==> src/pw_pkg.sv <==
package pw_pkg;

   ////////////////////////////////////////
   // sizes
   ////////////////////////////////////////
   localparam int PATTERN_BYTES     = 4;
   localparam int PATTERN_CNT_WIDTH = $clog2(PATTERN_BYTES + 1);
   localparam int TS_FULL_WIDTH     = 12;
   localparam int TS_SHORT_WIDTH    = 8;
   localparam int TRIG_CNT_WIDTH    = 8;
   localparam int CAPTURE_LEN_WIDTH = 8;
   localparam int FIFO_DEPTH        = 16;
   localparam int FIFO_ADDR_WIDTH   = $clog2(FIFO_DEPTH);
   localparam int FIFO_WORD_WIDTH   = 18;

   ////////////////////////////////////////
   // register map
   ////////////////////////////////////////
   localparam logic [7:0] REG_CTRL        = 8'h00; // [0] arm, [1] trigger enable
   localparam logic [7:0] REG_STATUS      = 8'h01;
   localparam logic [7:0] REG_PATTERN0    = 8'h04; // first packet byte at base
   localparam logic [7:0] REG_MASK0       = 8'h08;
   localparam logic [7:0] REG_TRIG_DELAY  = 8'h0c;
   localparam logic [7:0] REG_TRIG_WIDTH  = 8'h0d;
   localparam logic [7:0] REG_CAPTURE_LEN = 8'h0e;
   localparam logic [7:0] REG_FIFO_POP    = 8'h10;
   localparam logic [7:0] REG_FIFO_DATA0  = 8'h11; // low byte first

   // fifo word commands
   localparam logic [1:0] CMD_DATA = 2'b00;
   localparam logic [1:0] CMD_STAT = 2'b01;

   // trigger fsm states
   localparam logic [1:0] TRIG_IDLE  = 2'd0;
   localparam logic [1:0] TRIG_DELAY = 2'd1;
   localparam logic [1:0] TRIG_PULSE = 2'd2;

   // cmd sits in the top two bits of both views
   typedef union packed {
      struct packed {
         logic [1:0]                cmd;
         logic [TS_SHORT_WIDTH-1:0] ts;
         logic [7:0]                data;
      } dat;
      struct packed {
         logic [1:0]               cmd;
         logic [3:0]               stat; // rxactive, rxerror, sessvld, vbusvld
         logic [TS_FULL_WIDTH-1:0] ts;
      } sts;
   } fifo_word_u;

endpackage

==> src/pw_reg_file.sv <==
module pw_reg_file (
   input  logic                                   fe_clk,
   input  logic                                   rst_n_i,
   input  logic [7:0]                             reg_addr_i,
   input  logic [7:0]                             reg_wdata_i,
   input  logic                                   reg_wr_i,
   input  logic                                   reg_rd_i,
   input  logic                                   capturing_i,
   input  logic                                   capture_done_i,
   input  logic                                   trig_done_i,
   input  logic                                   fifo_empty_i,
   input  logic                                   fifo_full_i,
   input  pw_pkg::fifo_word_u                     fifo_head_i,
   output logic [7:0]                             reg_rdata_o,
   output logic                                   arm_o,
   output logic                                   trig_enable_o,
   output logic [pw_pkg::PATTERN_BYTES*8-1:0]     pattern_o,
   output logic [pw_pkg::PATTERN_BYTES*8-1:0]     mask_o,
   output logic [pw_pkg::TRIG_CNT_WIDTH-1:0]      trig_delay_o,
   output logic [pw_pkg::TRIG_CNT_WIDTH-1:0]      trig_width_o,
   output logic [pw_pkg::CAPTURE_LEN_WIDTH-1:0]   capture_len_o,
   output logic                                   fifo_pop_o
);
   import pw_pkg::*;

   logic [FIFO_WORD_WIDTH-1:0] hold_q;  // last popped fifo word
   logic                       done_q;
   logic [7:0]                 rd_mux;

   assign fifo_pop_o = reg_wr_i && (reg_addr_i == REG_FIFO_POP);

   ////////////////////////////////////////
   // control
   ////////////////////////////////////////
   always_ff @(posedge fe_clk or negedge rst_n_i) begin
      if (!rst_n_i) begin
         arm_o         <= 1'b0;
         trig_enable_o <= 1'b0;
         done_q        <= 1'b0;
      end else begin
         done_q <= capture_done_i;
         if (capture_done_i && !done_q)
            arm_o <= 1'b0;  // end of capture disarms
         if (reg_wr_i && (reg_addr_i == REG_CTRL)) begin
            arm_o         <= reg_wdata_i[0];
            trig_enable_o <= reg_wdata_i[1];
         end
      end
   end

   // configuration
   always_ff @(posedge fe_clk or negedge rst_n_i) begin
      if (!rst_n_i) begin
         pattern_o     <= '0;
         mask_o        <= '0;
         trig_delay_o  <= '0;
         trig_width_o  <= '0;
         capture_len_o <= '0;
      end else if (reg_wr_i) begin
         for (int i = 0; i < PATTERN_BYTES; i++) begin
            if (reg_addr_i == REG_PATTERN0 + i)
               pattern_o[i*8 +: 8] <= reg_wdata_i;
            if (reg_addr_i == REG_MASK0 + i)
               mask_o[i*8 +: 8] <= reg_wdata_i;
         end
         case (reg_addr_i)
            REG_TRIG_DELAY:  trig_delay_o  <= reg_wdata_i;
            REG_TRIG_WIDTH:  trig_width_o  <= reg_wdata_i;
            REG_CAPTURE_LEN: capture_len_o <= reg_wdata_i;
            default: ;
         endcase
      end
   end

   always_ff @(posedge fe_clk) begin
      if (fifo_pop_o) begin
         if (fifo_empty_i)
            hold_q <= '0;
         else
            hold_q <= fifo_head_i;
      end
   end

   ////////////////////////////////////////
   // read decode
   ////////////////////////////////////////
   always_comb begin
      rd_mux = 8'h00;
      case (reg_addr_i)
         REG_CTRL:              rd_mux = {6'b0, trig_enable_o, arm_o};
         REG_STATUS:            rd_mux = {4'b0, trig_done_i, fifo_full_i, fifo_empty_i, capturing_i};
         REG_TRIG_DELAY:        rd_mux = trig_delay_o;
         REG_TRIG_WIDTH:        rd_mux = trig_width_o;
         REG_CAPTURE_LEN:       rd_mux = capture_len_o;
         REG_FIFO_DATA0:        rd_mux = hold_q[7:0];
         REG_FIFO_DATA0 + 8'd1: rd_mux = hold_q[15:8];
         REG_FIFO_DATA0 + 8'd2: rd_mux = 8'(hold_q[FIFO_WORD_WIDTH-1:16]);
         default: ;
      endcase
      for (int i = 0; i < PATTERN_BYTES; i++) begin
         if (reg_addr_i == REG_PATTERN0 + i)
            rd_mux = pattern_o[i*8 +: 8];
         if (reg_addr_i == REG_MASK0 + i)
            rd_mux = mask_o[i*8 +: 8];
      end
   end

   always_ff @(posedge fe_clk or negedge rst_n_i) begin
      if (!rst_n_i)
         reg_rdata_o <= 8'h00;
      else if (reg_rd_i)
         reg_rdata_o <= rd_mux;  // held until next read
   end

endmodule

==> src/pw_fe_rx.sv <==
module pw_fe_rx (
   input  logic                             fe_clk,
   input  logic                             rst_n_i,
   input  logic [7:0]                       fe_data_i,
   input  logic                             fe_rxvalid_i,
   input  logic                             fe_rxactive_i,
   input  logic                             fe_rxerror_i,
   input  logic                             fe_sessvld_i,
   input  logic                             fe_vbusvld_i,
   output logic                             evt_valid_o,
   output logic [1:0]                       evt_cmd_o,
   output logic [7:0]                       evt_data_o,
   output logic [3:0]                       evt_stat_o,
   output logic [pw_pkg::TS_FULL_WIDTH-1:0] evt_time_o,
   output logic                             pkt_start_o
);
   import pw_pkg::*;

   logic [7:0]               data_r;
   logic                     rxvalid_r;
   logic [3:0]               stat_r;     // rxactive in bit 3
   logic [3:0]               stat_d;
   logic                     stat_chg;
   logic [TS_FULL_WIDTH-1:0] ts_cnt;
   logic [7:0]               hold_data;
   logic                     hold_vld;

   assign stat_chg = (stat_r != stat_d);

   always_ff @(posedge fe_clk or negedge rst_n_i) begin
      if (!rst_n_i) begin
         rxvalid_r <= 1'b0;
         stat_r    <= '0;
         stat_d    <= '0;
         ts_cnt    <= '0;
      end else begin
         rxvalid_r <= fe_rxvalid_i;
         stat_r    <= {fe_rxactive_i, fe_rxerror_i, fe_sessvld_i, fe_vbusvld_i};
         stat_d    <= stat_r;
         ts_cnt    <= ts_cnt + 1'b1;  // free running
      end
   end

   always_ff @(posedge fe_clk) begin
      data_r <= fe_data_i;
   end

   ////////////////////////////////////////
   // status events ahead of bytes
   ////////////////////////////////////////
   always_ff @(posedge fe_clk or negedge rst_n_i) begin
      if (!rst_n_i) begin
         evt_valid_o <= 1'b0;
         pkt_start_o <= 1'b0;
         hold_vld    <= 1'b0;
      end else begin
         evt_valid_o <= stat_chg | hold_vld | rxvalid_r;
         pkt_start_o <= stat_r[3] & ~stat_d[3];
         if (stat_chg)
            hold_vld <= hold_vld | rxvalid_r;  // byte waits one cycle
         else
            hold_vld <= hold_vld & rxvalid_r;
      end
   end

   always_ff @(posedge fe_clk) begin
      evt_time_o <= ts_cnt;
      if (stat_chg) begin
         evt_cmd_o  <= CMD_STAT;
         evt_stat_o <= stat_r;
      end else begin
         evt_cmd_o  <= CMD_DATA;
         evt_data_o <= hold_vld ? hold_data : data_r;
      end
      if (rxvalid_r && (stat_chg || hold_vld))
         hold_data <= data_r;
   end

endmodule

==> src/pw_pattern_match.sv <==
module pw_pattern_match (
   input  logic                               fe_clk,
   input  logic                               rst_n_i,
   input  logic                               arm_i,
   input  logic                               pkt_start_i,
   input  logic                               evt_valid_i,
   input  logic [1:0]                         evt_cmd_i,
   input  logic [7:0]                         evt_data_i,
   input  logic [pw_pkg::PATTERN_BYTES*8-1:0] pattern_i,
   input  logic [pw_pkg::PATTERN_BYTES*8-1:0] mask_i,
   output logic                               match_o
);
   import pw_pkg::*;

   logic [PATTERN_CNT_WIDTH-1:0] byte_cnt;
   logic                         eq_q;      // every byte so far matched
   logic                         fired;     // one match per arm
   logic                         data_evt;
   logic                         byte_ok;

   assign data_evt = evt_valid_i && (evt_cmd_i == CMD_DATA) && (byte_cnt < PATTERN_BYTES);
   assign byte_ok  = ((evt_data_i ^ pattern_i[byte_cnt*8 +: 8]) & mask_i[byte_cnt*8 +: 8])
                     == 8'h00;

   always_ff @(posedge fe_clk or negedge rst_n_i) begin
      if (!rst_n_i) begin
         byte_cnt <= '0;
         eq_q     <= 1'b0;  // nothing matches before the first packet
         fired    <= 1'b0;
         match_o  <= 1'b0;
      end else begin
         match_o <= 1'b0;
         if (!arm_i)
            fired <= 1'b0;
         if (pkt_start_i) begin
            byte_cnt <= '0;
            eq_q     <= 1'b1;
         end else if (data_evt) begin
            byte_cnt <= byte_cnt + 1'b1;
            eq_q     <= eq_q & byte_ok;
            if ((byte_cnt == PATTERN_BYTES - 1) && eq_q && byte_ok && arm_i && !fired) begin
               match_o <= 1'b1;
               fired   <= 1'b1;
            end
         end
      end
   end

endmodule

==> src/pw_trigger.sv <==
module pw_trigger (
   input  logic                              fe_clk,
   input  logic                              rst_n_i,
   input  logic                              match_i,
   input  logic                              trig_enable_i,
   input  logic [pw_pkg::TRIG_CNT_WIDTH-1:0] trig_delay_i,
   input  logic [pw_pkg::TRIG_CNT_WIDTH-1:0] trig_width_i,
   output logic                              cw_trig_o,
   output logic                              trig_done_o
);
   import pw_pkg::*;

   logic [1:0]                state;
   logic [TRIG_CNT_WIDTH-1:0] cnt;
   logic                      trig_q;

   assign cw_trig_o = trig_q & trig_enable_i;  // disable cuts the pulse at once

   always_ff @(posedge fe_clk or negedge rst_n_i) begin
      if (!rst_n_i) begin
         state       <= TRIG_IDLE;
         cnt         <= '0;
         trig_q      <= 1'b0;
         trig_done_o <= 1'b0;
      end else begin
         case (state)
            TRIG_IDLE: begin
               if (match_i) begin
                  trig_done_o <= 1'b0;
                  cnt         <= '0;
                  if (trig_enable_i)
                     state <= TRIG_DELAY;
               end
            end
            TRIG_DELAY: begin
               if (!trig_enable_i) begin
                  state <= TRIG_IDLE;
               end else if (cnt == trig_delay_i) begin
                  cnt <= TRIG_CNT_WIDTH'(1);  // first pulse cycle
                  if (trig_width_i == '0) begin
                     state       <= TRIG_IDLE;
                     trig_done_o <= 1'b1;
                  end else begin
                     state  <= TRIG_PULSE;
                     trig_q <= 1'b1;
                  end
               end else begin
                  cnt <= cnt + 1'b1;
               end
            end
            TRIG_PULSE: begin
               if (!trig_enable_i || (cnt == trig_width_i)) begin
                  state       <= TRIG_IDLE;
                  trig_q      <= 1'b0;
                  trig_done_o <= 1'b1;
               end else begin
                  cnt <= cnt + 1'b1;
               end
            end
            default: state <= TRIG_IDLE;
         endcase
      end
   end

endmodule

==> src/pw_capture_fifo.sv <==
module pw_capture_fifo (
   input  logic                                 fe_clk,
   input  logic                                 rst_n_i,
   input  logic                                 evt_valid_i,
   input  logic [1:0]                           evt_cmd_i,
   input  logic [7:0]                           evt_data_i,
   input  logic [3:0]                           evt_stat_i,
   input  logic [pw_pkg::TS_FULL_WIDTH-1:0]     evt_time_i,
   input  logic                                 match_i,
   input  logic [pw_pkg::CAPTURE_LEN_WIDTH-1:0] capture_len_i,
   input  logic                                 fifo_pop_i,
   output logic                                 capturing_o,
   output logic                                 capture_done_o,
   output pw_pkg::fifo_word_u                   fifo_head_o,
   output logic                                 fifo_empty_o,
   output logic                                 fifo_full_o
);
   import pw_pkg::*;

   fifo_word_u                   mem [FIFO_DEPTH];
   fifo_word_u                   wr_word;
   logic [FIFO_ADDR_WIDTH:0]     wr_ptr;    // msb tells full from empty
   logic [FIFO_ADDR_WIDTH:0]     rd_ptr;
   logic [CAPTURE_LEN_WIDTH-1:0] wr_cnt;
   logic                         overflow;  // blocks writes until next match
   logic                         fifo_wr;

   assign fifo_empty_o = (wr_ptr == rd_ptr);
   assign fifo_full_o  = (wr_ptr[FIFO_ADDR_WIDTH] != rd_ptr[FIFO_ADDR_WIDTH]) &&
                         (wr_ptr[FIFO_ADDR_WIDTH-1:0] == rd_ptr[FIFO_ADDR_WIDTH-1:0]);
   assign fifo_wr      = evt_valid_i && capturing_o && !fifo_full_o && !overflow;
   assign fifo_head_o  = mem[rd_ptr[FIFO_ADDR_WIDTH-1:0]];

   // pack by command
   always_comb begin
      wr_word = '0;
      if (evt_cmd_i == CMD_STAT) begin
         wr_word.sts.cmd  = CMD_STAT;
         wr_word.sts.stat = evt_stat_i;
         wr_word.sts.ts   = evt_time_i;
      end else begin
         wr_word.dat.cmd  = CMD_DATA;
         wr_word.dat.ts   = evt_time_i[TS_SHORT_WIDTH-1:0];
         wr_word.dat.data = evt_data_i;
      end
   end

   ////////////////////////////////////////
   // capture control
   ////////////////////////////////////////
   always_ff @(posedge fe_clk or negedge rst_n_i) begin
      if (!rst_n_i) begin
         capturing_o    <= 1'b0;
         capture_done_o <= 1'b0;
         overflow       <= 1'b0;
         wr_cnt         <= '0;
      end else if (match_i) begin
         capturing_o    <= (capture_len_i != '0);
         capture_done_o <= (capture_len_i == '0);
         overflow       <= 1'b0;
         wr_cnt         <= '0;
      end else if (capturing_o && evt_valid_i) begin
         if (fifo_wr) begin
            wr_cnt <= wr_cnt + 1'b1;
            if (wr_cnt + 1'b1 == capture_len_i) begin
               capturing_o    <= 1'b0;
               capture_done_o <= 1'b1;
            end
         end else begin
            overflow <= 1'b1;  // event dropped on a full fifo
         end
      end
   end

   always_ff @(posedge fe_clk or negedge rst_n_i) begin
      if (!rst_n_i) begin
         wr_ptr <= '0;
         rd_ptr <= '0;
      end else begin
         if (fifo_wr)
            wr_ptr <= wr_ptr + 1'b1;
         if (fifo_pop_i && !fifo_empty_o)
            rd_ptr <= rd_ptr + 1'b1;
      end
   end

   always_ff @(posedge fe_clk) begin
      if (fifo_wr)
         mem[wr_ptr[FIFO_ADDR_WIDTH-1:0]] <= wr_word;
   end

endmodule

==> src/phywhisperer_top.sv <==
module phywhisperer_top (
   input  logic       fe_clk,
   input  logic       rst_n_i,
   input  logic [7:0] fe_data_i,
   input  logic       fe_rxvalid_i,
   input  logic       fe_rxactive_i,
   input  logic       fe_rxerror_i,
   input  logic       fe_sessvld_i,
   input  logic       fe_vbusvld_i,
   input  logic [7:0] reg_addr_i,
   input  logic [7:0] reg_wdata_i,
   input  logic       reg_wr_i,
   input  logic       reg_rd_i,
   output logic [7:0] reg_rdata_o,
   output logic       cw_trig_o
);
   import pw_pkg::*;

   // configuration
   logic                         arm;
   logic                         trig_enable;
   logic [PATTERN_BYTES*8-1:0]   pattern;
   logic [PATTERN_BYTES*8-1:0]   mask;
   logic [TRIG_CNT_WIDTH-1:0]    trig_delay;
   logic [TRIG_CNT_WIDTH-1:0]    trig_width;
   logic [CAPTURE_LEN_WIDTH-1:0] capture_len;

   // events
   logic                         evt_valid;
   logic [1:0]                   evt_cmd;
   logic [7:0]                   evt_data;
   logic [3:0]                   evt_stat;
   logic [TS_FULL_WIDTH-1:0]     evt_time;
   logic                         pkt_start;
   logic                         match;

   // status and fifo
   logic                         capturing;
   logic                         capture_done;
   logic                         trig_done;
   logic                         fifo_pop;
   logic                         fifo_empty;
   logic                         fifo_full;
   fifo_word_u                   fifo_head;

   pw_reg_file i_reg_file (
      .fe_clk         (fe_clk),
      .rst_n_i        (rst_n_i),
      .reg_addr_i     (reg_addr_i),
      .reg_wdata_i    (reg_wdata_i),
      .reg_wr_i       (reg_wr_i),
      .reg_rd_i       (reg_rd_i),
      .capturing_i    (capturing),
      .capture_done_i (capture_done),
      .trig_done_i    (trig_done),
      .fifo_empty_i   (fifo_empty),
      .fifo_full_i    (fifo_full),
      .fifo_head_i    (fifo_head),
      .reg_rdata_o    (reg_rdata_o),
      .arm_o          (arm),
      .trig_enable_o  (trig_enable),
      .pattern_o      (pattern),
      .mask_o         (mask),
      .trig_delay_o   (trig_delay),
      .trig_width_o   (trig_width),
      .capture_len_o  (capture_len),
      .fifo_pop_o     (fifo_pop)
   );

   ////////////////////////////////////////
   // receive, match, trigger
   ////////////////////////////////////////
   pw_fe_rx i_fe_rx (
      .fe_clk        (fe_clk),
      .rst_n_i       (rst_n_i),
      .fe_data_i     (fe_data_i),
      .fe_rxvalid_i  (fe_rxvalid_i),
      .fe_rxactive_i (fe_rxactive_i),
      .fe_rxerror_i  (fe_rxerror_i),
      .fe_sessvld_i  (fe_sessvld_i),
      .fe_vbusvld_i  (fe_vbusvld_i),
      .evt_valid_o   (evt_valid),
      .evt_cmd_o     (evt_cmd),
      .evt_data_o    (evt_data),
      .evt_stat_o    (evt_stat),
      .evt_time_o    (evt_time),
      .pkt_start_o   (pkt_start)
   );

   pw_pattern_match i_pattern_match (
      .fe_clk      (fe_clk),
      .rst_n_i     (rst_n_i),
      .arm_i       (arm),
      .pkt_start_i (pkt_start),
      .evt_valid_i (evt_valid),
      .evt_cmd_i   (evt_cmd),
      .evt_data_i  (evt_data),
      .pattern_i   (pattern),
      .mask_i      (mask),
      .match_o     (match)
   );

   pw_trigger i_trigger (
      .fe_clk        (fe_clk),
      .rst_n_i       (rst_n_i),
      .match_i       (match),
      .trig_enable_i (trig_enable),
      .trig_delay_i  (trig_delay),
      .trig_width_i  (trig_width),
      .cw_trig_o     (cw_trig_o),
      .trig_done_o   (trig_done)
   );

   pw_capture_fifo i_capture_fifo (
      .fe_clk         (fe_clk),
      .rst_n_i        (rst_n_i),
      .evt_valid_i    (evt_valid),
      .evt_cmd_i      (evt_cmd),
      .evt_data_i     (evt_data),
      .evt_stat_i     (evt_stat),
      .evt_time_i     (evt_time),
      .match_i        (match),
      .capture_len_i  (capture_len),
      .fifo_pop_i     (fifo_pop),
      .capturing_o    (capturing),
      .capture_done_o (capture_done),
      .fifo_head_o    (fifo_head),
      .fifo_empty_o   (fifo_empty),
      .fifo_full_o    (fifo_full)
   );

endmodule

==> config.mk <==
export PLATFORM = sky130hd
export DESIGN_NAME = phywhisperer_top
export DESIGN_NICKNAME = d
export VERILOG_FILES = /design/src/pw_pkg.sv /design/src/pw_reg_file.sv /design/src/pw_fe_rx.sv /design/src/pw_pattern_match.sv /design/src/pw_trigger.sv /design/src/pw_capture_fifo.sv /design/src/phywhisperer_top.sv
export SDC_FILE = /design/constraint.sdc
export NUM_CORES = 1
export LEC_CHECK = 0
export ABC_AREA = 1
export BUFFER_PORTS_ARGS = -buffer_cell sky130_fd_sc_hd__buf_2
export CORE_ASPECT_RATIO = 0.5
export CORE_MARGIN = 5
export CORE_UTILIZATION = 25
export DETAILED_ROUTE_END_ITERATION = 8
export SKIP_LAST_GASP = 1
export SYNTH_ARGS = -nofsm -noshare
export SYNTH_HDL_FRONTEND = slang
export SYNTH_SLANG_ARGS = --single-unit
==> constraint.sdc <==
create_clock -name fe_clk -period 8.4 [get_ports fe_clk]
set_input_delay 0.42 -clock fe_clk [delete_from_list [all_inputs] [get_ports fe_clk]]
set_output_delay 0.42 -clock fe_clk [all_outputs]
set_load 0.02 [all_outputs]
==> metrics.md, run 1 <==
| Metric | Value |
|---|---|
| Reg clk slew, reported paths | `approximately 0.060 ns` |
| Final antenna-violating net count | `0` |
| Final period utilization | `a little under two fifths` |
| Number of buffers created by CTS | `50` |
| Least-Margin Pin Slew | `1.11 ns` |
| Setup Fix Bufs, Post-CTS | `0` |
| Final #Nets | `roughly 2100` |
| Setup TNS Final | `0 ns` |
| Ys Warns | `0` |
| I/O pin total | `42` |
| Pre-antenna DRT Iters | `5` |
| Multiplexer share of the synthesized area | `less than 1%` |
| Slew headroom | `between 20% and 30%` |
| Initial antenna violation count | `1` |
| Number of global-route vias before repair | `roughly 14000` |
| Critical-path maximum fanout | `between 80 and 90` |
| Starting Density | `between 20 and 30%` |
| Core ar. | `83600 sq um` |
| DR vias | `approximately 15000` |
| Internal | `a little under 4000 uW` |
| Final HPWL DP | `between 30000 and 40000 microns` |
| Max VDD drop | `around 0.16 mV` |
| Die H | `~220 microns` |
| N_diodes | `0` |
| Maximum Capacitance Violations | `0` |
| Synth Area in XOR/XNOR | `2.04%` |
| DR iter-0 viols | `about 1400` |
| GRT Total Usage | `roughly an eighth` |
| Status | `finished, final reports clean` |
| Largest net degree at the start of global routing | `101` |
| Worst Path Required | `8.74 ns` |
| Syn Inst Count | `2025` |
| Global-route track usage on met2 | `approximately 20%` |
| Final core occ | `roughly 29%` |
| Layout Area Growth over Synthesis | `15.0%` |
| Minimum clock period | `between 3 and 4 ns` |
| Site Rows | `75` |
| Design Power | `just over 5000 uW` |
| Final Hold Viols | `0` |
| Root Buffer | `clkbuf_16` |
| Post-Syn Nets | `~2100` |
| Setup Viol. Count Final | `0` |
| Die area | `around 90000 sq um` |
| Synthesized area per cell | `slightly above 10 sq um` |
| DR DRC count | `0` |
| Total Wirelength | `~56000 microns` |
| Worst skew pair latency | `roughly 0.6 ns` |
| Clock share of power | `between 40% and 50%` |
| Clock Path Buffers | `3` |
| Skew final | `between 0.03 and 0.04 ns` |
| Crit path launch type | `flop` |
| Worst path arrival time | `roughly 3.5 ns` |
| Post-Synth Simple-Gate Area | `~16%` |
| I/O Buffers | `41` |
| Vias/cell | `4.63` |
| GR Layer Usage met1 | `between 10% and 20%` |
| Adder-cell area share of the yosys netlist | `less than 1%` |
| GRT met3 Usage | `between 1.5 and 2%` |
| Yosys reg bits | `492` |
| Sequential area share after synthesis | `about 65%` |
| Library cells used by synthesis | `44` |
| Fillers | `approximately 8500` |
| Clk sinks | `492` |
| RSZ-0062 raised after global routing | `false` |
| Routability Congestion | `slightly below 0.9` |
| Leakage | `0.00889 uW` |
| Average wire per cell in the routed design | `17.4 microns` |
| Mapped Area | `around 21000 sq um` |
| Sequential share of power | `around half` |
| Synth Area in Compound Gates | `11.2%` |
| Switching share of total power | `around a quarter` |
| P_sw | `around 1200 uW` |
| Total grt overflow | `0` |
| Main combinational cell family by area after synthesis | `simple AND/OR/NAND/NOR gates` |
| First-pass GRT wire length | `85100 microns` |
| Combinational power share | `between 7 and 8%` |
| Critical path class | `flop to flop` |
| Die W | `420 microns` |
| Crit end category | `flop` |
| Fraction of layout cells with a size suffix above 1 | `9.14%` |
| Tightest Hold Check Type | `input port to flop` |
| Max-slew violations | `0` |
| Power Dens Cells | `about 210 nW/um^2` |
| TritonCTS clock tree | `built` |
| Layer with the highest usage | `met2` |
| CTS H-tree lvls | `2` |
| Max Clock Freq | `~320 MHz` |
[registers in the layout, summed over array words and instances, names as in the netlist, 2 cells and up]
signal / count
i_capture_fifo.wr_cnt: 8
i_fe_rx.ts_cnt: 12
i_reg_file.hold_q: 17
i_reg_file.trig_width_o: 8
i_capture_fifo.wr_ptr: 5
i_capture_fifo.rd_ptr: 5
i_fe_rx.data_r: 8
i_fe_rx.stat_r: 4
i_fe_rx.evt_data_o: 8
i_reg_file.pattern_o: 32
i_reg_file.reg_rdata_o: 8
i_trigger.state: 2
i_fe_rx.evt_stat_o: 4
i_trigger.cnt: 8
i_fe_rx.evt_time_o: 12
i_fe_rx.stat_d: 4
i_reg_file.mask_o: 32
i_capture_fifo.mem: 272
i_reg_file.trig_delay_o: 8
i_reg_file.capture_len_o: 8
i_fe_rx.hold_data: 8
i_pattern_match.byte_cnt: 3
[synthesized netlist by cell type (all sizes together)]
library cell | instances | share of area [%]
nor4 | 4 | 0.12
nand2 | 436 | 7.9
o211ai | 10 | 0.36
a31oi | 18 | 0.54
dfrtp | 162 | 19
o22ai | 51 | 1.5
nor3b | 2 | 0.071
inv | 152 | 2.7
nand3 | 75 | 1.8
a211oi | 1 | 0.036
xnor2 | 9 | 0.37
nor3 | 12 | 0.39
clkinv | 5 | 0.089
nand4 | 28 | 0.83
edfxtp | 309 | 44
o221ai | 26 | 1.1
o21ai | 304 | 7.2
o31ai | 1 | 0.036
xor2 | 40 | 1.7
o21a | 4 | 0.14
or2 | 9 | 0.27
or4 | 1 | 0.036
dfxtp | 21 | 2.0
a22o | 1 | 0.042
and2 | 1 | 0.030
mux2i | 6 | 0.29
nor2 | 226 | 4.3
clkbuf | 63 | 1.1
buf | 22 | 0.54
ha | 15 | 0.89
a21oi | 9 | 0.21
nand3b | 2 | 0.071
[layout by cell type, fill, tap and decap left out, types with 21 or more instances in the layout]
master and count:
dfrtp_1 160, edfxtp_1 309, inv_1 139, buf_2 40
xor2_1 40, o21ai_1 21, nand4_1 28, nand3_1 74
clkbuf_16 51, nand2_1 430, o21ai_0 281, o221ai_1 26
o22ai_1 51, nor2_2 21, nor2_1 202, dfxtp_1 21
[critical path, cell delays in order (launching register included)]
cell      delay (ns)
dfrtp_4         0.72
clkinv_2        0.65
buf_4           0.58
o21ai_0         0.33
o221ai_1        0.15
nand3_1         0.23
a31oi_1         0.11
[final timing paths]
path,start,endpoint,slack (ns),cells after the start
worst max-delay path,i_capture_fifo.rd_ptr[0]$_DFFE_PN0P_,i_reg_file.hold_q[12]$_SDFFCE_PN0P_,5.24,6
worst min-delay path,reg_rd_i,i_reg_file.reg_rdata_o[7]$_DFFE_PN0P_,0.24,5
worst max register to register,i_capture_fifo.rd_ptr[0]$_DFFE_PN0P_,i_reg_file.hold_q[12]$_SDFFCE_PN0P_,5.24,6
worst min register to register,i_fe_rx.ts_cnt[11]$_DFF_PN0_,i_fe_rx.evt_time_o[11]$_DFF_P_,0.39,0
max in group asynchronous,rst_n_i,i_capture_fifo.wr_cnt[0]$_DFFE_PN0P_,6.40,3
min in group asynchronous,rst_n_i,i_reg_file.reg_rdata_o[4]$_DFFE_PN0P_,0.47,2
[timing repair]
item / in CTS / in global routing
gates resized for setup: 0 / 0
hold buffers: 14 / 0
endpoints found under the hold margin: 104 / 0
[metrics by stage]
stage | std cells | hold slack, ns | instance area, sq um | setup slack, ns
after floorplan | 2025 | 0.124 | 21000 | 5.75
after global placement | 3113 | 0.368 | 22500 | 5.46
after detailed placement | 3113 | 0.381 | 22500 | 5.40
after CTS | 3217 | 0.207 | 24200 | 5.39
after global routing | 3217 | 0.256 | 24200 | 5.15
final | 3217 | 0.235 | 24200 | 5.24
[layout make-up]
type,count,area (sq um),area share [%]
Inverter,157,591,2.44
Clock buffer,65,1370,5.66
Clock inverter,25,215,0.890
Tap cell,1116,1400,5.77
Sequential cell,492,13800,56.9
Timing Repair Buffer,71,472,1.95
Multi-Input combinational cell,1291,6390,26.4
[cells by family after synthesis]
family / Yosys count
simple gates: 796
flops: 492
compound gates: 425
buf+inv: 242
xor+xnor: 49
fa+ha+maj: 15
mux: 6
[routing by layer]
layer | vias to the layer above | wire, microns
li1 | 7037 | -
met1 | 7298 | 24000
met2 | 475 | 27300
met3 | 92 | 3170
met4 | 0 | 1370
met5 | - | 0
[power by group through the flow]
| stage | clock [uW] | combinational [uW] | sequential, uW |
|---|---|---|---|
| after floorplan | 0 | 234 | 2680 |
| after global placement | 0 | 356 | 2700 |
| after detailed placement | 0 | 361 | 2700 |
| after CTS | 2200 | 367 | 2650 |
| after global routing | 2300 | 405 | 2650 |
| final | 2160 | 368 | 2650 |
Note: power is estimated with default switching activity, not from simulation.
==> run 2, diff against run 1 <==
==> constraint.sdc (replaced) <==
create_clock -name fe_clk -period 3.3 [get_ports fe_clk]
set_input_delay 0.165 -clock fe_clk [delete_from_list [all_inputs] [get_ports fe_clk]]
set_output_delay 0.165 -clock fe_clk [all_outputs]
set_load 0.02 [all_outputs]
==> run 2 against run 1 <==
Compared with the run above: combinational power rose by 150%; die area unchanged; power rose to 2.6 times the previous value; cell area grew 1.7%; sequential power grew to 2.5 times the previous value; critical path depth did not move; count of clock-buffer cells in the layout is 12 higher; critical path type unchanged; critical endpoint is now i_reg_file.hold_q[14]$_SDFFCE_PN0P_.
==> metrics.md, run 2 (synthesis gave the netlist of run 1 again) <==
| Metric | Value |
|---|---|
| Status | `finished, final reports clean` |
| Total Wirelength | `55100 microns (-1.3%)` |
| P_sw | `3130 uW (+150%)` |
| Max VDD drop | `0.397 mV (+150%)` |
| RSZ-0062 raised after global routing | `false` |
| Multi-input logic area | `6380 sq um (-0.12%)` |
| Worst skew pair latency | `0.61 ns (about the same)` |
| Vias/cell | `4.59 (-1.0%)` |
| Power Dens Cells | `544 nW/um^2 (+150%)` |
| Finished Layout Cells | `3255 (+1.2%)` |
| GRT Total Usage | `12.0% (+0.022 points)` |
| Largest net degree at the start of global routing | `74 (-27%)` |
| Final HPWL DP | `35600 microns (-2.3%)` |
| Tightest Hold Check Type | `input port to flop` |
| Commonest non-fill, non-tap cell in the layout | `nand2_1` |
| DR iter-0 viols | `1265 (-12%)` |
| Area after DPL | `22700 sq um (+1.2%)` |
| First-pass GRT wire length | `85800 microns (+0.74%)` |
| Die H | `215 microns (unchanged)` |
| Number of buffers created by CTS | `51 (+2.0%)` |
| Number of global-route vias before repair | `14700 (+1.7%)` |
| Root Buffer | `clkbuf_16` |
| Total grt overflow | `0 (unchanged)` |
| I/O pin total | `42 (unchanged)` |
| Max Clock Freq | `369 MHz (+17%)` |
| Post-route cell area | `24600 sq um (+1.7%)` |
| Seq. cell area | `13800 sq um (unchanged)` |
| Die area | `90400 sq um (unchanged)` |
| Met3 wire length | `3080 microns (-2.8%)` |
| Critical register-to-register path startpoint | `i_capture_fifo.rd_ptr[0]$_DFFE_PN0P_` |
| CTS H-tree lvls | `2 (unchanged)` |
| DR vias | `14900 (+0.17%)` |
| Core ar. | `83600 sq um (unchanged)` |
| Worst Path Required | `3.73 ns (-5.01 ns)` |
| Average wire per cell in the routed design | `16.9 microns (-2.5%)` |
| Fraction of layout cells with a size suffix above 1 | `10.4% (+1.2 points)` |
| WHS | `0.0559 ns (-0.179 ns)` |
| Critical-path maximum fanout | `73 (-13%)` |
| Final antenna-violating net count | `0 (unchanged)` |
| Crit path from | `i_capture_fifo.rd_ptr[0]$_DFFE_PN0P_` |
| Site Rows | `75 (unchanged)` |
| Setup Viol. Count Final | `0 (unchanged)` |
| Starting Density | `25.2% (unchanged)` |
| Die W | `420 microns (unchanged)` |
| Final period utilization | `82.2% (+44 points)` |
| Least-Margin Pin Slew | `1.12 ns (+0.0144 ns)` |
| Max-slew violations | `0 (unchanged)` |
| Maximum Capacitance Violations | `0 (unchanged)` |
| Setup WS pre-CTS | `0.658 ns (-4.74 ns)` |
| Minimum clock period | `2.71 ns (-0.452 ns)` |
| Routability Congestion | `0.876 (+0.29%)` |
| Placed insts | `3143 (+0.96%)` |
| TritonCTS clock tree | `built` |
| Max reg flops | `272 (unchanged)` |
| I/O Buffers | `41 (unchanged)` |
| Routed length on met2 | `26800 microns (-1.9%)` |
| Most frequent cells in the layout | `430 x nand2_1, 309 x edfxtp_1, 281 x o21ai_0` |
| Initial antenna violation count | `2 (+1)` |
| Clock share of power | `42.8% (+1.1 points)` |
| Final Hold Viols | `0 (unchanged)` |
| Final #Nets | `2143 (+1.5%)` |
| Clk sinks | `492 (unchanged)` |
| Pre-antenna DRT Iters | `5 (unchanged)` |
| Layout Area Growth over Synthesis | `16.9%` |
| Clock Path Buffers | `3 (unchanged)` |
| DR DRC count | `0 (unchanged)` |
| Fillers | `8543 (unchanged)` |
| Critical path class | `flop to flop` |
| Leakage | `0.00911 uW (+2.5%)` |
| Combinational power share | `6.8% (-0.3 points)` |
| Hold wc startpoint | `reg_wdata_i[5]` |
| Reg clk slew, reported paths | `0.06 ns (about the same)` |
| Internal | `10300 uW (+160%)` |
| Sequential share of power | `50.4% (-0.8 points)` |
| Post-Route M1 WL | `23900 microns (-0.49%)` |
| Switching share of total power | `23.4% (-0.63 points)` |
| Setup Fix Bufs, Post-CTS | `0 (unchanged)` |
| Setup TNS Final | `0 ns (unchanged)` |
| Skew final | `0.0186 ns (-0.0119 ns)` |
| Crit path launch type | `flop` |
| Slew headroom | `24.5% (-1.4 points)` |
| Crit end category | `flop` |
| Worst Setup Slack, final | `0.589 ns (-4.65 ns)` |
| Highest routed metal layer | `met5` |
| Worst path arrival time | `3.14 ns (-0.36 ns)` |
-- run 2: critical path, cell delays in order (launching register included) --
cell	delay, ns
dfrtp_4	0.59
buf_4	0.64
buf_4	0.51
o21ai_0	0.17
o221ai_1	0.25
o211ai_1	0.12
a31oi_1	0.17
-- run 2: power by group through the flow --
stage               logic [uW]  clock network [uW]  registers [uW]
finish                     908                5730            6740
global route              1020                6140            6750
CTS                        910                5860            6740
detailed placement         894                   0            6870
global placement           878                   0            6860
floorplan                  596                   0            6830
-- run 2: path summary, 6_finish.rpt --
check,endpoint,slack [ns],cells after the start
worst max-delay path,i_reg_file.hold_q[14]$_SDFFCE_PN0P_,0.59,6
worst min-delay path,i_reg_file.mask_o[21]$_DFFE_PN0P_,0.06,3
worst max register to register,i_reg_file.hold_q[14]$_SDFFCE_PN0P_,0.59,6
worst min register to register,i_fe_rx.evt_time_o[4]$_DFF_P_,0.39,0
max in group asynchronous,i_fe_rx.ts_cnt[4]$_DFF_PN0_,2.37,3
min in group asynchronous,i_reg_file.reg_rdata_o[1]$_DFFE_PN0P_,0.15,2
-- run 2: cell type report --
type                    count  area share, %
diodes                      1         0.0102
clock buffers              77           6.08
clock inverters            19          0.845
inverters                 157           2.40
multi-input cells        1291           26.0
flip-flops and latches    492           55.9
well taps                1116           5.68
repair buffers            102           3.08
-- run 2: repair_timing --
item,CTS,global route
hold buffers,15,0
hold endpoints to repair,82,0
gates resized for setup,0,0
-- run 2: per-stage QoR --
stage / total power [uW] / utilization (%)
finish: 13400 / 29.4
CTS: 13500 / 29.4
global route: 13900 / 29.4
detailed placement: 7760 / 27.2
global placement: 7740 / 27.2
floorplan: 7430 / -
-- run 2: metal layers --
| metal | track usage, % | up-vias |
|---|---|---|
| met5 | 0 | - |
| met4 | 3.71 | 2 |
| met3 | 1.69 | 94 |
| met2 | 20.4 | 441 |
| met1 | 15.9 | 7282 |
| li1 | - | 7108 |
==> run 3, diff against run 2 <==
--- a/config.mk
+++ b/config.mk
@@ -5,7 +5,7 @@
 export SDC_FILE = /design/constraint.sdc
 export NUM_CORES = 1
 export LEC_CHECK = 0
-export ABC_AREA = 1
+export ABC_AREA = 0
 export BUFFER_PORTS_ARGS = -buffer_cell sky130_fd_sc_hd__buf_2
 export CORE_ASPECT_RATIO = 0.5
 export CORE_MARGIN = 5
==> constraint.sdc (replaced) <==
create_clock -name fe_clk -period 2.2 [get_ports fe_clk]
set_input_delay 0.11 -clock fe_clk [delete_from_list [all_inputs] [get_ports fe_clk]]
set_output_delay 0.11 -clock fe_clk [all_outputs]
set_load 0.02 [all_outputs]
==> run 3 against run 2 <==
Compared with the run above: clock power grew 54%; the flow now finishes with violations (negative setup slack); synthesized cell count shrank 34%; flip-flop and latch count is the same; critical endpoint is now i_reg_file.hold_q[3]$_SDFFCE_PN0P_; largest power group unchanged; register-to-register slack lost 0.62 ns.
==> metrics.md, run 3 <==
| Metric | Value |
|---|---|
| Final #Nets | `1562 (-27%)` |
| Clock share of power | `44.5% (+1.7 points)` |
| Vias/cell | `4.63 (+1.0%)` |
| Worst skew pair latency | `0.61 ns (about the same)` |
| List of most frequent post-synthesis cells | `309 x edfxtp_1, 162 x dfrtp_1, 110 x mux2_2, 87 x mux4_2, 66 x nor2_1` |
| Status | `finished, violations left` |
| Clock Path Buffers | `3 (unchanged)` |
| Ys async rst share | `32.9% (unchanged)` |
| Max reg flops | `272 (unchanged)` |
| Fraction of layout cells with a size suffix above 1 | `32.8% (+22 points)` |
| TritonCTS clock tree | `built` |
| Core ar. | `83700 sq um (+0.11%)` |
| Maximum Capacitance Violations | `0 (unchanged)` |
| Number of buffers created by CTS | `50 (-2.0%)` |
| Worst Path Required | `2.54 ns (-1.19 ns)` |
| DR iter-0 viols | `956 (-24%)` |
| GRT Total Usage | `11.6% (-0.37 points)` |
| Worst path arrival time | `2.58 ns (-0.56 ns)` |
| Reg clk slew, reported paths | `0.06 ns (about the same)` |
| Sequential share of power | `51.1% (+0.7 points)` |
| First-pass GRT wire length | `81000 microns (-5.6%)` |
| Layout Area Growth over Synthesis | `24.2%` |
| Synthesized area per cell | `15.9 sq um (+53%)` |
| Sequential area share after synthesis | `65.2% (-0.18 points)` |
| Most frequent cells in the layout | `309 x edfxtp_1, 160 x dfrtp_1, 110 x mux2_2` |
| DR vias | `12400 (-17%)` |
| Final Hold Viols | `0 (unchanged)` |
| Total grt overflow | `0 (unchanged)` |
| Total Wirelength | `53200 microns (-3.5%)` |
| Minimum clock period | `2.23 ns (-0.477 ns)` |
| Yosys reg bits | `492 (unchanged)` |
| Combinational power share | `4.4% (-2.4 points)` |
| Mapped Area | `21100 sq um (+0.27%)` |
| Worst Setup Slack, final | `-0.0343 ns (-0.623 ns)` |
| Setup TNS Final | `-0.0701 ns (-0.0701 ns)` |
| Crit end category | `flop` |
| Clk sinks | `492 (unchanged)` |
| Least-Margin Pin Slew | `0.730 ns (-0.395 ns)` |
| Max-slew violations | `0 (unchanged)` |
| Internal | `15600 uW (+52%)` |
| Crit path launch type | `flop` |
| Max Clock Freq | `448 MHz (+21%)` |
| Final HPWL DP | `33900 microns (-4.7%)` |
| Switching share of total power | `21.4% (-2.0 points)` |
| Skew final | `0.0356 ns (+0.0170 ns)` |
| Leakage | `0.00946 uW (+3.8%)` |
| Power Dens Cells | `758 nW/um^2 (+39%)` |
| Commonest non-fill, non-tap cell in the layout | `edfxtp_1` |
| Critical path class | `flop to flop` |
| Die H | `215 microns (+0.13%)` |
| Average wire per cell in the routed design | `19.9 microns (+18%)` |
| Slew headroom | `51.4% (+27 points)` |
| Starting Density | `25.2% (+0.041 points)` |
| Synth area leaders | `edfxtp_1 44%, dfrtp_1 19%, mux4_2 9.3%, mux2_2 5.9%, dfxtp_1 2.0%` |
| Site Rows | `75 (unchanged)` |
| Setup Viol. Count Final | `4 (+4)` |
| Most used flip-flop cell after synthesis | `edfxtp_1` |
| WHS | `0.0421 ns (-0.0137 ns)` |
| Final antenna-violating net count | `0 (unchanged)` |
| Library cells used by synthesis | `80 (+82%)` |
| Final period utilization | `102% (+19 points)` |
| Pre-antenna DRT Iters | `5 (unchanged)` |
| Post-synth EDFFs | `309 (unchanged)` |
| Die area | `90600 sq um (+0.27%)` |
| Multi-input logic area | `7090 sq um (+11%)` |
| Tightest Hold Check Type | `input port to flop` |
| I/O pin total | `42 (unchanged)` |
| Critical-path maximum fanout | `6 (-92%)` |
| CTS H-tree lvls | `2 (unchanged)` |
| Post-Syn Nets | `1378 (-34%)` |
| Area leader, netlist | `edfxtp_1` |
| Root Buffer | `clkbuf_16` |
| Initial antenna violation count | `1 (-1)` |
| Top cell type's share of synthesized area | `44.0% (-0.12 points)` |
| Routability Congestion | `0.869 (-0.90%)` |
| Number of global-route vias before repair | `12600 (-14%)` |
| Max VDD drop | `0.706 mV (+78%)` |
| Seq. cell area | `13800 sq um (unchanged)` |
| RSZ-0062 raised after global routing | `true` |
| Setup WS pre-CTS | `-0.115 ns (-0.773 ns)` |
| Most numerous cell in the Yosys netlist | `edfxtp_1` |
| Syn Inst Count | `1330 (-34%)` |
| I/O Buffers | `41 (unchanged)` |
| Largest net degree at the start of global routing | `72 (-2.7%)` |
| P_sw | `4240 uW (+36%)` |
| Failing checks | `negative setup slack` |
| Ys Warns | `0 (unchanged)` |
| Fillers | `8193 (-4.1%)` |
| DR DRC count | `0 (unchanged)` |
| Die W | `421 microns (+0.13%)` |
run 3: cell types whose count changed in the layout (fill, tap and decap cells not counted), moves of 26 or more:
cell     previous run  this run
nor2_1            202        54
inv_1             139        17
nand2_1           430        51
buf_4              42        96
mux2_2              0       110
o22ai_1            51        17
mux4_2              0        87
o21ai_0           281        31
xnor2_1             9        44
buf_12              4        30
nand3_1            74        25
run 3: power groups by stage:
| stage | logic (uW) | registers [uW] | clock network (uW) |
|---|---|---|---|
| 2_1_floorplan | 479 | 10300 | 0 |
| 3_3_place_gp | 823 | 10300 | 0 |
| 3_5_place_dp | 834 | 10300 | 0 |
| 4_1_cts | 880 | 10100 | 9050 |
| 5_1_grt | 959 | 10100 | 9420 |
| 6_report | 877 | 10100 | 8830 |
run 3: per-layer routing:
metal	GRT usage, %	up-vias	wire (microns)
met1	16.0	6506	23700
met5	0	-	0
met3	1.27	81	2130
li1	-	5501	-
met4	3.23	0	1220
met2	19.4	298	26200
run 3: critical path, cell delays in order, from the launching register on:
cell     delay, ns
dfrtp_4       0.43
buf_12        0.16
buf_12        0.15
mux4_2        0.52
mux4_2        0.56
nor2b_4       0.16
run 3: cells by family (layout without fill, tap and decap cells):
group	Yosys count	after routing	synth area share (%)
multiplexers	206	206	15.6
other	0	1	0
buffers and inverters	94	320	2.15
adder cells (fa/ha/maj)	16	16	0.937
XOR/XNOR	88	88	3.65
flip-flops	492	492	65.2
AND/OR/NAND/NOR	260	260	6.68
AO/OA/AOI/OAI	174	174	5.77
run 3: path summary, 6_finish.rpt:
kind	start	end	slack [ns]	depth (start not counted)
worst max-delay path	i_capture_fifo.rd_ptr[0]$_DFFE_PN0P_	i_reg_file.hold_q[3]$_SDFFCE_PN0P_	-0.03	5
worst min-delay path	reg_addr_i[5]	i_reg_file.reg_rdata_o[0]$_DFFE_PN0P_	0.04	5
worst max register to register	i_capture_fifo.rd_ptr[0]$_DFFE_PN0P_	i_reg_file.hold_q[3]$_SDFFCE_PN0P_	-0.03	5
worst min register to register	i_fe_rx.ts_cnt[11]$_DFF_PN0_	i_fe_rx.evt_time_o[11]$_DFF_P_	0.40	0
max in group asynchronous	rst_n_i	i_fe_rx.ts_cnt[6]$_DFF_PN0_	0.65	4
min in group asynchronous	rst_n_i	i_fe_rx.ts_cnt[2]$_DFF_PN0_	0.50	3
run 3: cell type report:
type | count | share of cell area, %
timing repair buffer | 209 | 8.14
sequential | 492 | 52.5
multi-input combinational | 744 | 27.1
antenna | 1 | 0.00956
tap | 1116 | 5.33
clock inverter | 23 | 1.08
clock buffer | 71 | 5.59
inverter | 17 | 0.244
run 3: timing repair:
action / CTS / global route
cloned: 5 / 3
setup buffers: 14 / 8
pin swaps: 7 / 8
gates resized for setup: 12 / 14
endpoints found under the hold margin: 231 / 0
hold buffers: 25 / 0
setup endpoints to repair: 9 / 257
run 3: metrics by stage:
stage	cells	util (%)	area [sq um]	total power (uW)
floorplan	1330	-	21300	10700
global placement	2524	28.3	23700	11100
detailed placement	2524	28.3	23700	11100
CTS	2662	31.1	26000	20100
global route	2673	31.3	26200	20500
finish	2673	31.3	26200	19800
